[src/source/archPkg.sv]
`default_nettype none

package archPkg;

	// Datapath and address width
	localparam int dataW = 16;

	// Register file shape
	localparam int regCount = 4;
	localparam int regIdxW  = 2;

	// Next-PC select codes
	localparam logic [1:0] pcSelNext = 2'b00; // Sequential
	localparam logic [1:0] pcSelImm  = 2'b01; // Payload target
	localparam logic [1:0] pcSelReg  = 2'b10; // Register target

	// First fetch address
	localparam logic [dataW-1:0] resetPc = '0;

endpackage

`default_nettype wire

[src/source/isaPkg.sv]
`default_nettype none

package isaPkg;

	// Field widths of one instruction word
	localparam int opcodeW  = 4;
	localparam int aluOpW   = 6;
	localparam int payloadW = 8;

	// Opcodes, all others are no-ops
	localparam logic [opcodeW-1:0] opAlu   = 4'b0000;
	localparam logic [opcodeW-1:0] opLdImm = 4'b0010;
	localparam logic [opcodeW-1:0] opLdInd = 4'b0011;
	localparam logic [opcodeW-1:0] opStInd = 4'b0101;
	localparam logic [opcodeW-1:0] opBrImm = 4'b0110;
	localparam logic [opcodeW-1:0] opBrInd = 4'b0111;

	// ALU operation codes
	localparam logic [aluOpW-1:0] aluAdd = 6'h00;
	localparam logic [aluOpW-1:0] aluSub = 6'h01;
	localparam logic [aluOpW-1:0] aluAnd = 6'h02;
	localparam logic [aluOpW-1:0] aluOr  = 6'h03;
	localparam logic [aluOpW-1:0] aluXor = 6'h04;
	localparam logic [aluOpW-1:0] aluNot = 6'h05;
	localparam logic [aluOpW-1:0] aluShl = 6'h06; // Shift left by one
	localparam logic [aluOpW-1:0] aluShr = 6'h07; // Logical shift right by one
	localparam logic [aluOpW-1:0] aluMov = 6'h08;
	localparam logic [aluOpW-1:0] aluNop = 6'h3F; // Driven for every non-ALU opcode

	// Register view: ALU, loads and stores
	typedef struct packed {
		logic [opcodeW-1:0]         opcode;
		logic [archPkg::regIdxW-1:0] rd;
		logic [archPkg::regIdxW-1:0] rs1;
		logic [archPkg::regIdxW-1:0] rs2;
		logic [aluOpW-1:0]          aluOp;
	} regViewT;

	// Control view: branches and load immediate payload
	typedef struct packed {
		logic [opcodeW-1:0]         opcode;
		logic                       flagSel; // 0 carry, 1 zero
		logic                       flagVal; // Flag value that takes the branch
		logic [archPkg::regIdxW-1:0] rs1;
		logic [payloadW-1:0]        payload;
	} ctrlViewT;

	// Same 16 bits, two decodings
	typedef union packed {
		regViewT  r;
		ctrlViewT c;
	} instrWordT;

endpackage

`default_nettype wire

[src/source/aluUnit.sv]
`default_nettype none

module aluUnit
	import isaPkg::*, archPkg::*;
(
	input  logic [aluOpW-1:0] aluOp,
	input  logic [dataW-1:0]  a,      // rs1
	input  logic [dataW-1:0]  b,      // rs2
	output logic [dataW-1:0]  result,
	output logic              carry
);

	logic [dataW:0] sum;
	logic [dataW:0] diff;

	// One extra bit catches carry and borrow
	assign sum  = {1'b0, a} + {1'b0, b};
	assign diff = {1'b0, a} - {1'b0, b};

	always_comb begin
		result = '0;
		carry  = 1'b0;

		case (aluOp)
			aluAdd: begin
				result = sum[dataW-1:0];
				carry  = sum[dataW];
			end
			aluSub: begin
				result = diff[dataW-1:0];
				carry  = diff[dataW]; // Set on borrow
			end
			aluAnd: result = a & b;
			aluOr:  result = a | b;
			aluXor: result = a ^ b;
			aluNot: result = ~a;
			aluShl: begin
				result = {a[dataW-2:0], 1'b0};
				carry  = a[dataW-1];    // Bit shifted out at the top
			end
			aluShr: begin
				result = {1'b0, a[dataW-1:1]};
				carry  = a[0];
			end
			aluMov: result = a;

			// Undefined codes give zero, carry clear
			default: begin
				result = '0;
				carry  = 1'b0;
			end
		endcase
	end

endmodule

`default_nettype wire

[src/source/decoder.sv]
`default_nettype none

module decoder
	import isaPkg::*, archPkg::*;
(
	input  logic [dataW-1:0]   instruction,

	input  logic               cFlag,           // Branch condition sources
	input  logic               zFlag,
	output logic [1:0]         nextPCSel,       // Sequential, payload or rs1 target

	output logic               regDataInSource, // Write back from data memory
	output logic               immData,         // Write back from payload
	output logic [regIdxW-1:0] regDst,
	output logic               regFileWE,
	output logic [regIdxW-1:0] regSrc1,
	output logic [regIdxW-1:0] regSrc2,

	output logic [aluOpW-1:0]  aluOp,

	output logic               memWE,
	output logic               dAddrSel,        // Address from rs1
	output logic [dataW-1:0]   instrData        // Zero-extended payload
);

	instrWordT          word;
	logic [dataW-1:0]   payloadExt;
	logic               brFlag;
	logic               brTaken;

	assign word = instruction;

	// Register fields are always split out, controls below keep unused ones harmless
	assign regDst  = word.r.rd;
	assign regSrc1 = word.r.rs1;
	assign regSrc2 = word.r.rs2;

	assign payloadExt = {{(dataW-payloadW){1'b0}}, word.c.payload};

	// Branch condition
	assign brFlag  = word.c.flagSel ? zFlag : cFlag;
	assign brTaken = (brFlag == word.c.flagVal);

	always_comb begin
		nextPCSel       = pcSelNext;
		regDataInSource = 1'b0;
		immData         = 1'b0;
		regFileWE       = 1'b0;
		aluOp           = aluNop; // Keeps flags untouched outside ALU ops
		memWE           = 1'b0;
		dAddrSel        = 1'b0;
		instrData       = '0;

		case (word.r.opcode)
			opAlu: begin
				regFileWE = 1'b1;
				aluOp     = word.r.aluOp;
			end

			opLdImm: begin
				immData   = 1'b1;
				regFileWE = 1'b1;
				instrData = payloadExt;
			end

			opLdInd: begin
				dAddrSel        = 1'b1; // rs1 holds the address
				regDataInSource = 1'b1;
				regFileWE       = 1'b1;
			end

			opStInd: begin
				dAddrSel = 1'b1;
				memWE    = 1'b1; // rs2 is the store data
			end

			opBrImm: begin
				if (brTaken) begin
					nextPCSel = pcSelImm;
					instrData = payloadExt;
				end
			end

			opBrInd: begin
				if (brTaken) begin
					nextPCSel = pcSelReg;
				end
			end

			// Unused opcodes fall through as no-ops
			default: begin
			end
		endcase
	end

endmodule

`default_nettype wire

[src/source/execUnit.sv]
`default_nettype none

module execUnit
	import isaPkg::*, archPkg::*;
(
	input  logic               clk,
	input  logic               rstN,

	input  logic [regIdxW-1:0] regDst,
	input  logic [regIdxW-1:0] regSrc1,
	input  logic [regIdxW-1:0] regSrc2,
	input  logic               regFileWE,
	input  logic [aluOpW-1:0]  aluOp,
	input  logic               memWE,
	input  logic               dAddrSel,
	input  logic [dataW-1:0]   instrData,
	input  logic [dataW-1:0]   regWData,   // Selected write-back value

	output logic [dataW-1:0]   rs1Data,
	output logic [dataW-1:0]   aluResult,
	output logic               cFlag,
	output logic               zFlag,

	output logic [dataW-1:0]   dAddr,
	output logic [dataW-1:0]   dWData,
	output logic               memWrEn
);

	logic [dataW-1:0] regFile [regCount];
	logic [dataW-1:0] rs2Data;
	logic             aluCarry;
	logic             flagWE;

	// Asynchronous read ports
	assign rs1Data = regFile[regSrc1];
	assign rs2Data = regFile[regSrc2];

	aluUnit alu_i (
		.aluOp  (aluOp),
		.a      (rs1Data),
		.b      (rs2Data),
		.result (aluResult),
		.carry  (aluCarry)
	);

	// Only a real ALU code marks an ALU op, the decoder forces aluNop otherwise
	assign flagWE = regFileWE &&
		(aluOp inside {aluAdd, aluSub, aluAnd, aluOr, aluXor, aluNot, aluShl, aluShr, aluMov});

	always_ff @(posedge clk) begin
		if (!rstN) begin
			for (int i = 0; i < regCount; i++) begin
				regFile[i] <= '0;
			end
			cFlag <= 1'b0;
			zFlag <= 1'b0;
		end else begin
			if (regFileWE) begin
				regFile[regDst] <= regWData;
			end
			if (flagWE) begin
				cFlag <= aluCarry;
				zFlag <= (aluResult == '0); // Zero from the result itself
			end
		end
	end

	// Data port
	assign dAddr   = dAddrSel ? rs1Data : instrData;
	assign dWData  = rs2Data;
	assign memWrEn = memWE & rstN; // No stray writes in reset

endmodule

`default_nettype wire

[src/source/flowControl.sv]
`default_nettype none

module flowControl
	import archPkg::*;
(
	input  logic             clk,
	input  logic             rstN,

	input  logic [1:0]       nextPCSel,
	input  logic             immData,
	input  logic             regDataInSource,
	input  logic [dataW-1:0] instrData,       // Payload target or load value
	input  logic [dataW-1:0] rs1Data,         // Indirect branch target
	input  logic [dataW-1:0] aluResult,
	input  logic [dataW-1:0] dRData,

	output logic [dataW-1:0] pc,
	output logic [dataW-1:0] regWData
);

	logic [dataW-1:0] pcNext;

	// Next PC mux
	always_comb begin
		case (nextPCSel)
			pcSelImm: pcNext = instrData;
			pcSelReg: pcNext = rs1Data;
			default:  pcNext = pc + 1'b1; // Sequential and untaken branches
		endcase
	end

	always_ff @(posedge clk) begin
		if (!rstN) begin
			pc <= resetPc;
		end else begin
			pc <= pcNext;
		end
	end

	// Write-back source, payload first then memory then ALU
	always_comb begin
		if (immData) begin
			regWData = instrData;
		end else if (regDataInSource) begin
			regWData = dRData;
		end else begin
			regWData = aluResult;
		end
	end

endmodule

`default_nettype wire

[src/source/cpuTop.sv]
`default_nettype none

module cpuTop
	import isaPkg::*, archPkg::*;
(
	input  logic             clk,
	input  logic             rstN,

	// Fetch port
	output logic [dataW-1:0] instrAddr,
	input  logic [dataW-1:0] instruction,

	// Data port
	output logic [dataW-1:0] dAddr,
	output logic [dataW-1:0] dWData,
	output logic             memWrEn,
	input  logic [dataW-1:0] dRData
);

	logic [1:0]         nextPCSel;
	logic               regDataInSource;
	logic               immData;
	logic               regFileWE;
	logic [regIdxW-1:0] regDst;
	logic [regIdxW-1:0] regSrc1;
	logic [regIdxW-1:0] regSrc2;
	logic [aluOpW-1:0]  aluOp;
	logic               memWE;
	logic               dAddrSel;
	logic [dataW-1:0]   instrData;
	logic               cFlag;
	logic               zFlag;
	logic [dataW-1:0]   rs1Data;
	logic [dataW-1:0]   aluResult;
	logic [dataW-1:0]   regWData;

	decoder decoder_i (
		.instruction(instruction), .cFlag(cFlag), .zFlag(zFlag),
		.nextPCSel(nextPCSel), .regDataInSource(regDataInSource), .immData(immData),
		.regDst(regDst), .regFileWE(regFileWE), .regSrc1(regSrc1), .regSrc2(regSrc2),
		.aluOp(aluOp), .memWE(memWE), .dAddrSel(dAddrSel), .instrData(instrData)
	);

	execUnit execUnit_i (
		.clk(clk), .rstN(rstN), .regDst(regDst), .regSrc1(regSrc1), .regSrc2(regSrc2),
		.regFileWE(regFileWE), .aluOp(aluOp), .memWE(memWE), .dAddrSel(dAddrSel),
		.instrData(instrData), .regWData(regWData), .rs1Data(rs1Data),
		.aluResult(aluResult), .cFlag(cFlag), .zFlag(zFlag),
		.dAddr(dAddr), .dWData(dWData), .memWrEn(memWrEn)
	);

	flowControl flowControl_i (
		.clk(clk), .rstN(rstN), .nextPCSel(nextPCSel), .immData(immData),
		.regDataInSource(regDataInSource), .instrData(instrData), .rs1Data(rs1Data),
		.aluResult(aluResult), .dRData(dRData), .pc(instrAddr), .regWData(regWData)
	);

endmodule

`default_nettype wire

[config.mk]
export PLATFORM = sky130hd
export DESIGN_NAME = cpuTop
export DESIGN_NICKNAME = d
export VERILOG_FILES = /design/src/source/archPkg.sv /design/src/source/isaPkg.sv /design/src/source/aluUnit.sv /design/src/source/decoder.sv /design/src/source/execUnit.sv /design/src/source/flowControl.sv /design/src/source/cpuTop.sv
export SDC_FILE = /design/constraint.sdc
export NUM_CORES = 1
export LEC_CHECK = 0
export BUFFER_PORTS_ARGS = -buffer_cell sky130_fd_sc_hd__buf_2
export CORE_UTILIZATION = 65
export DETAILED_ROUTE_END_ITERATION = 12
export PLACE_DENSITY = 0.87
export SYNTH_ARGS = -nofsm -noshare
export SYNTH_HDL_FRONTEND = slang
export SYNTH_SLANG_ARGS = --single-unit
[constraint.sdc]
create_clock -name clk -period 10.54 [get_ports clk]
set_input_delay 2.108 -clock clk [delete_from_list [all_inputs] [get_ports clk]]
set_output_delay 2.108 -clock clk [all_outputs]
set_load 0.01 [all_outputs]
==> metrics.md <==
| Metric | Value |
|---|---|
| Internal Pwr Total | `668 uW` |
| DRC violation count after routing | `0` |
| PnR worst setup slack | `4.05 ns` |
| Fin. max-slew vios | `0` |
| Post-route ant nets | `0` |
| RePlAce Congestion | `0.983` |
| Achievable Freq | `154 MHz` |
| Most used DFF post-synth | `edfxtp_1` |
| Final design utilization | `73.7%` |
| Max Clock Skew | `0.00826 ns` |
| P_sw | `325 uW` |
| DR pass1 iterations | `9` |
| Layout area overhead | `8.37%` |
| Pwr Density | `122 nW/um^2` |
| Post_cts resized | `0` |
| Unique masters post-synth | `85` |
| Crit path capture type | `flop` |
| Via density | `7.66` |
| Layout cells sized above 1 | `18.0%` |
| CP required | `10.79 ns` |
| Post-CTS setup buffers | `0` |
| Number of flops mapped to enable cells by yosys | `64` |
| Chip Height | `110 um` |
| Final Hold Viols | `0` |
| #FFs+latches synth | `82` |
| Relative slew slack | `19.6%` |
| Setup violators final | `0` |
| Total Wirelength | `27.1 mm` |
| Pin count of the biggest net entering global routing | `29` |
| DR vias | `7,701` |
| Final-stage net count | `948` |
| Crit start category | `input pin` |
| Average wire per cell in the routed design | `27.0 um` |
| Ports | `83` |
| Worst-margin pin slew | `1.20 ns` |
| Net Count, Synth | `909` |
| Cts bufs inserted | `9` |
| RSZ-0062 raised after global routing | `no` |
| Placed cell area | `7860 sq um` |
| Crit path time final | `6.49 ns` |
| Worst Path Max Fanout | `19` |
| VDD IR max | `0.146 mV` |
| Clock latency on the worst-skew pair | `0.34 ns` |
| Port Buf Inserts | `82` |
| Starting density of the core | `68.0%` |
| Placed Cells | `990` |
| MaxCap Viol Count | `0` |
| Clock Power Share | `33.0%` |
| Crit path arrival time | `6.75 ns` |
| Total power | `992 uW` |
| First-pass GRT wire length | `40.2 mm` |
| Mapped Cells | `822` |
| Dpl hpwl | `19.5 mm` |
| Area of the mapped netlist | `7540 sq um` |
| Min Hold Slack | `0.563 ns` |
| Vias in the first global route | `7,187` |
| Final TNS setup | `0 ns` |
| H-tree depth | `3` |
| Core ar. | `11,100 sq um` |
| Hold Path Class | `reg -> reg` |
| CTS Buffer Depth | `2` |
| CTS clk-pin slew, worst paths | `0.06 ns` |
| Die area | `12,000 sq um` |
| GRT Overall Usage | `46.0%` |
| Syn_area_per_cell | `9.17 sq um` |
| CTS tree | `yes` |
| Setup Crit Path Kind | `in -> reg` |
| Status | `finished clean` |
| Sequential fraction of design power | `37.2%` |
| FP Rows | `38` |
| Post-CTS Hold Buffers | `0` |
| Pre-CTS setup slack | `3.86 ns` |
| GRT overflow | `0` |
| Clock root cell | `clkbuf_16` |
| Initial antenna violation count | `0` |
| Most frequent cells in the layout | `123 x nor2_1, 82 x buf_2, 64 x edfxtp_1` |
| Final std cells w/o fill | `1,005` |
| # diodes | `0` |
| Yosys warns | `0` |
| Post-synthesis sequential area ratio | `30.3%` |
| Final Instance Area | `8170 sq um` |
| Ys async rst share | `0%` |
| Commonest non-fill, non-tap cell in the layout | `nor2_1` |
| Initial detailed-routing violation count | `1,343` |
| Clock Sinks | `82` |
| Die Width | `110 um` |
| Combinational share of power | `29.8%` |
| Final Cycle Share | `61.6%` |
| Switching share of power | `32.7%` |
| Reg2reg setup slack | `5.97 ns` |
| Leak | `3.29 nW` |
| Fillers | `767` |
[worst max-delay path, stage by stage]
cell,delay [ns]
buf_2,0.45
mux2i_1,0.31
mux2i_1,0.27
inv_1,0.17
ha_1,0.20
inv_1,0.06
fa_1,0.41
nor3b_1,0.18
or3_4,0.42
a2111oi_4,0.41
nor3_1,0.11
nor3_1,0.19
a31oi_1,0.06
a2111oi_1,0.77
and4_1,0.31
nand4_1,0.10
o31ai_1,0.21
[worst paths after layout]
check	startpoint	end	cells after the start
max	instruction[9]	execUnit_i.zFlag	17
min reg2reg	execUnit_i.zFlag	execUnit_i.zFlag	2
min	execUnit_i.zFlag	execUnit_i.zFlag	2
max reg2reg	execUnit_i.regFile[3][0]	execUnit_i.zFlag	16
[synthesized netlist by cell type (6+ instances only)]
library cell,instances,area (sq um)
a211oi_1,6,45.0
a21o_1,15,113
a21oi_1,49,245
a221oi_1,8,70.1
a222oi_1,9,90.1
a22o_1,10,87.6
a22oi_1,16,120
a31oi_1,7,43.8
and2_1,12,75.1
and3_1,7,43.8
buf_2,8,40.0
buf_6,7,78.8
clkbuf_1,33,124
dfxtp_1,18,360
edfxtp_1,64,1920
ha_1,51,638
inv_1,62,233
mux2i_1,18,180
mux4_2,31,698
nand2_1,46,173
nand3_1,21,105
nand4_1,11,68.8
nor2_1,123,462
nor2b_1,7,43.8
nor3_1,23,115
o21ai_0,20,100
o221ai_1,8,70.1
or3_1,6,37.5
xnor2_1,16,140
[flip-flops by register name, summed over array words and instances, names as in the netlist]
name                count
execUnit_i.regFile     64
execUnit_i.cFlag        1
execUnit_i.zFlag        1
flowControl_i.pc       16
[final cells by class]
cell class | instances | area [sq um] | share of cell area (%)
Clock buffer | 9 | 225 | 2.76
Multi-Input combinational cell | 620 | 4740 | 58.0
Clock inverter | 6 | 82.6 | 1.01
Timing Repair Buffer | 83 | 418 | 5.12
Tap cell | 140 | 175 | 2.14
Inverter | 65 | 244 | 2.99
Sequential cell | 82 | 2280 | 27.9
[power groups by stage]
stage	sequential (mW)	combinational, mW	clock [mW]
floorplan	0.371	0.203	0
global placement	0.373	0.275	0
detailed placement	0.375	0.280	0
CTS	0.369	0.283	0.325
global route	0.370	0.311	0.337
finish	0.370	0.296	0.327
[metal layers]
layer | GRT usage, % | share of wire (%) | up-vias
met5 | 0 | 0 | -
met4 | 26.6 | 6.7 | 0
met3 | 9.19 | 14 | 207
met2 | 74.1 | 45 | 777
met1 | 57.8 | 34 | 3562
li1 | - | - | 3155
[logic make-up after synthesis]
kind of cell             Yosys count  synth area share, %
AND/OR/NAND/NOR                  293                 19.5
AO/OA/AOI/OAI                    205                 20.2
buffers and inverters            120                 7.01
flip-flops                        82                 30.3
adder cells (fa/ha/maj)           53                 9.00
multiplexers                      50                 11.8
XOR/XNOR                          19                 2.21
No activity file was read; power rests on OpenSTA's default activity.
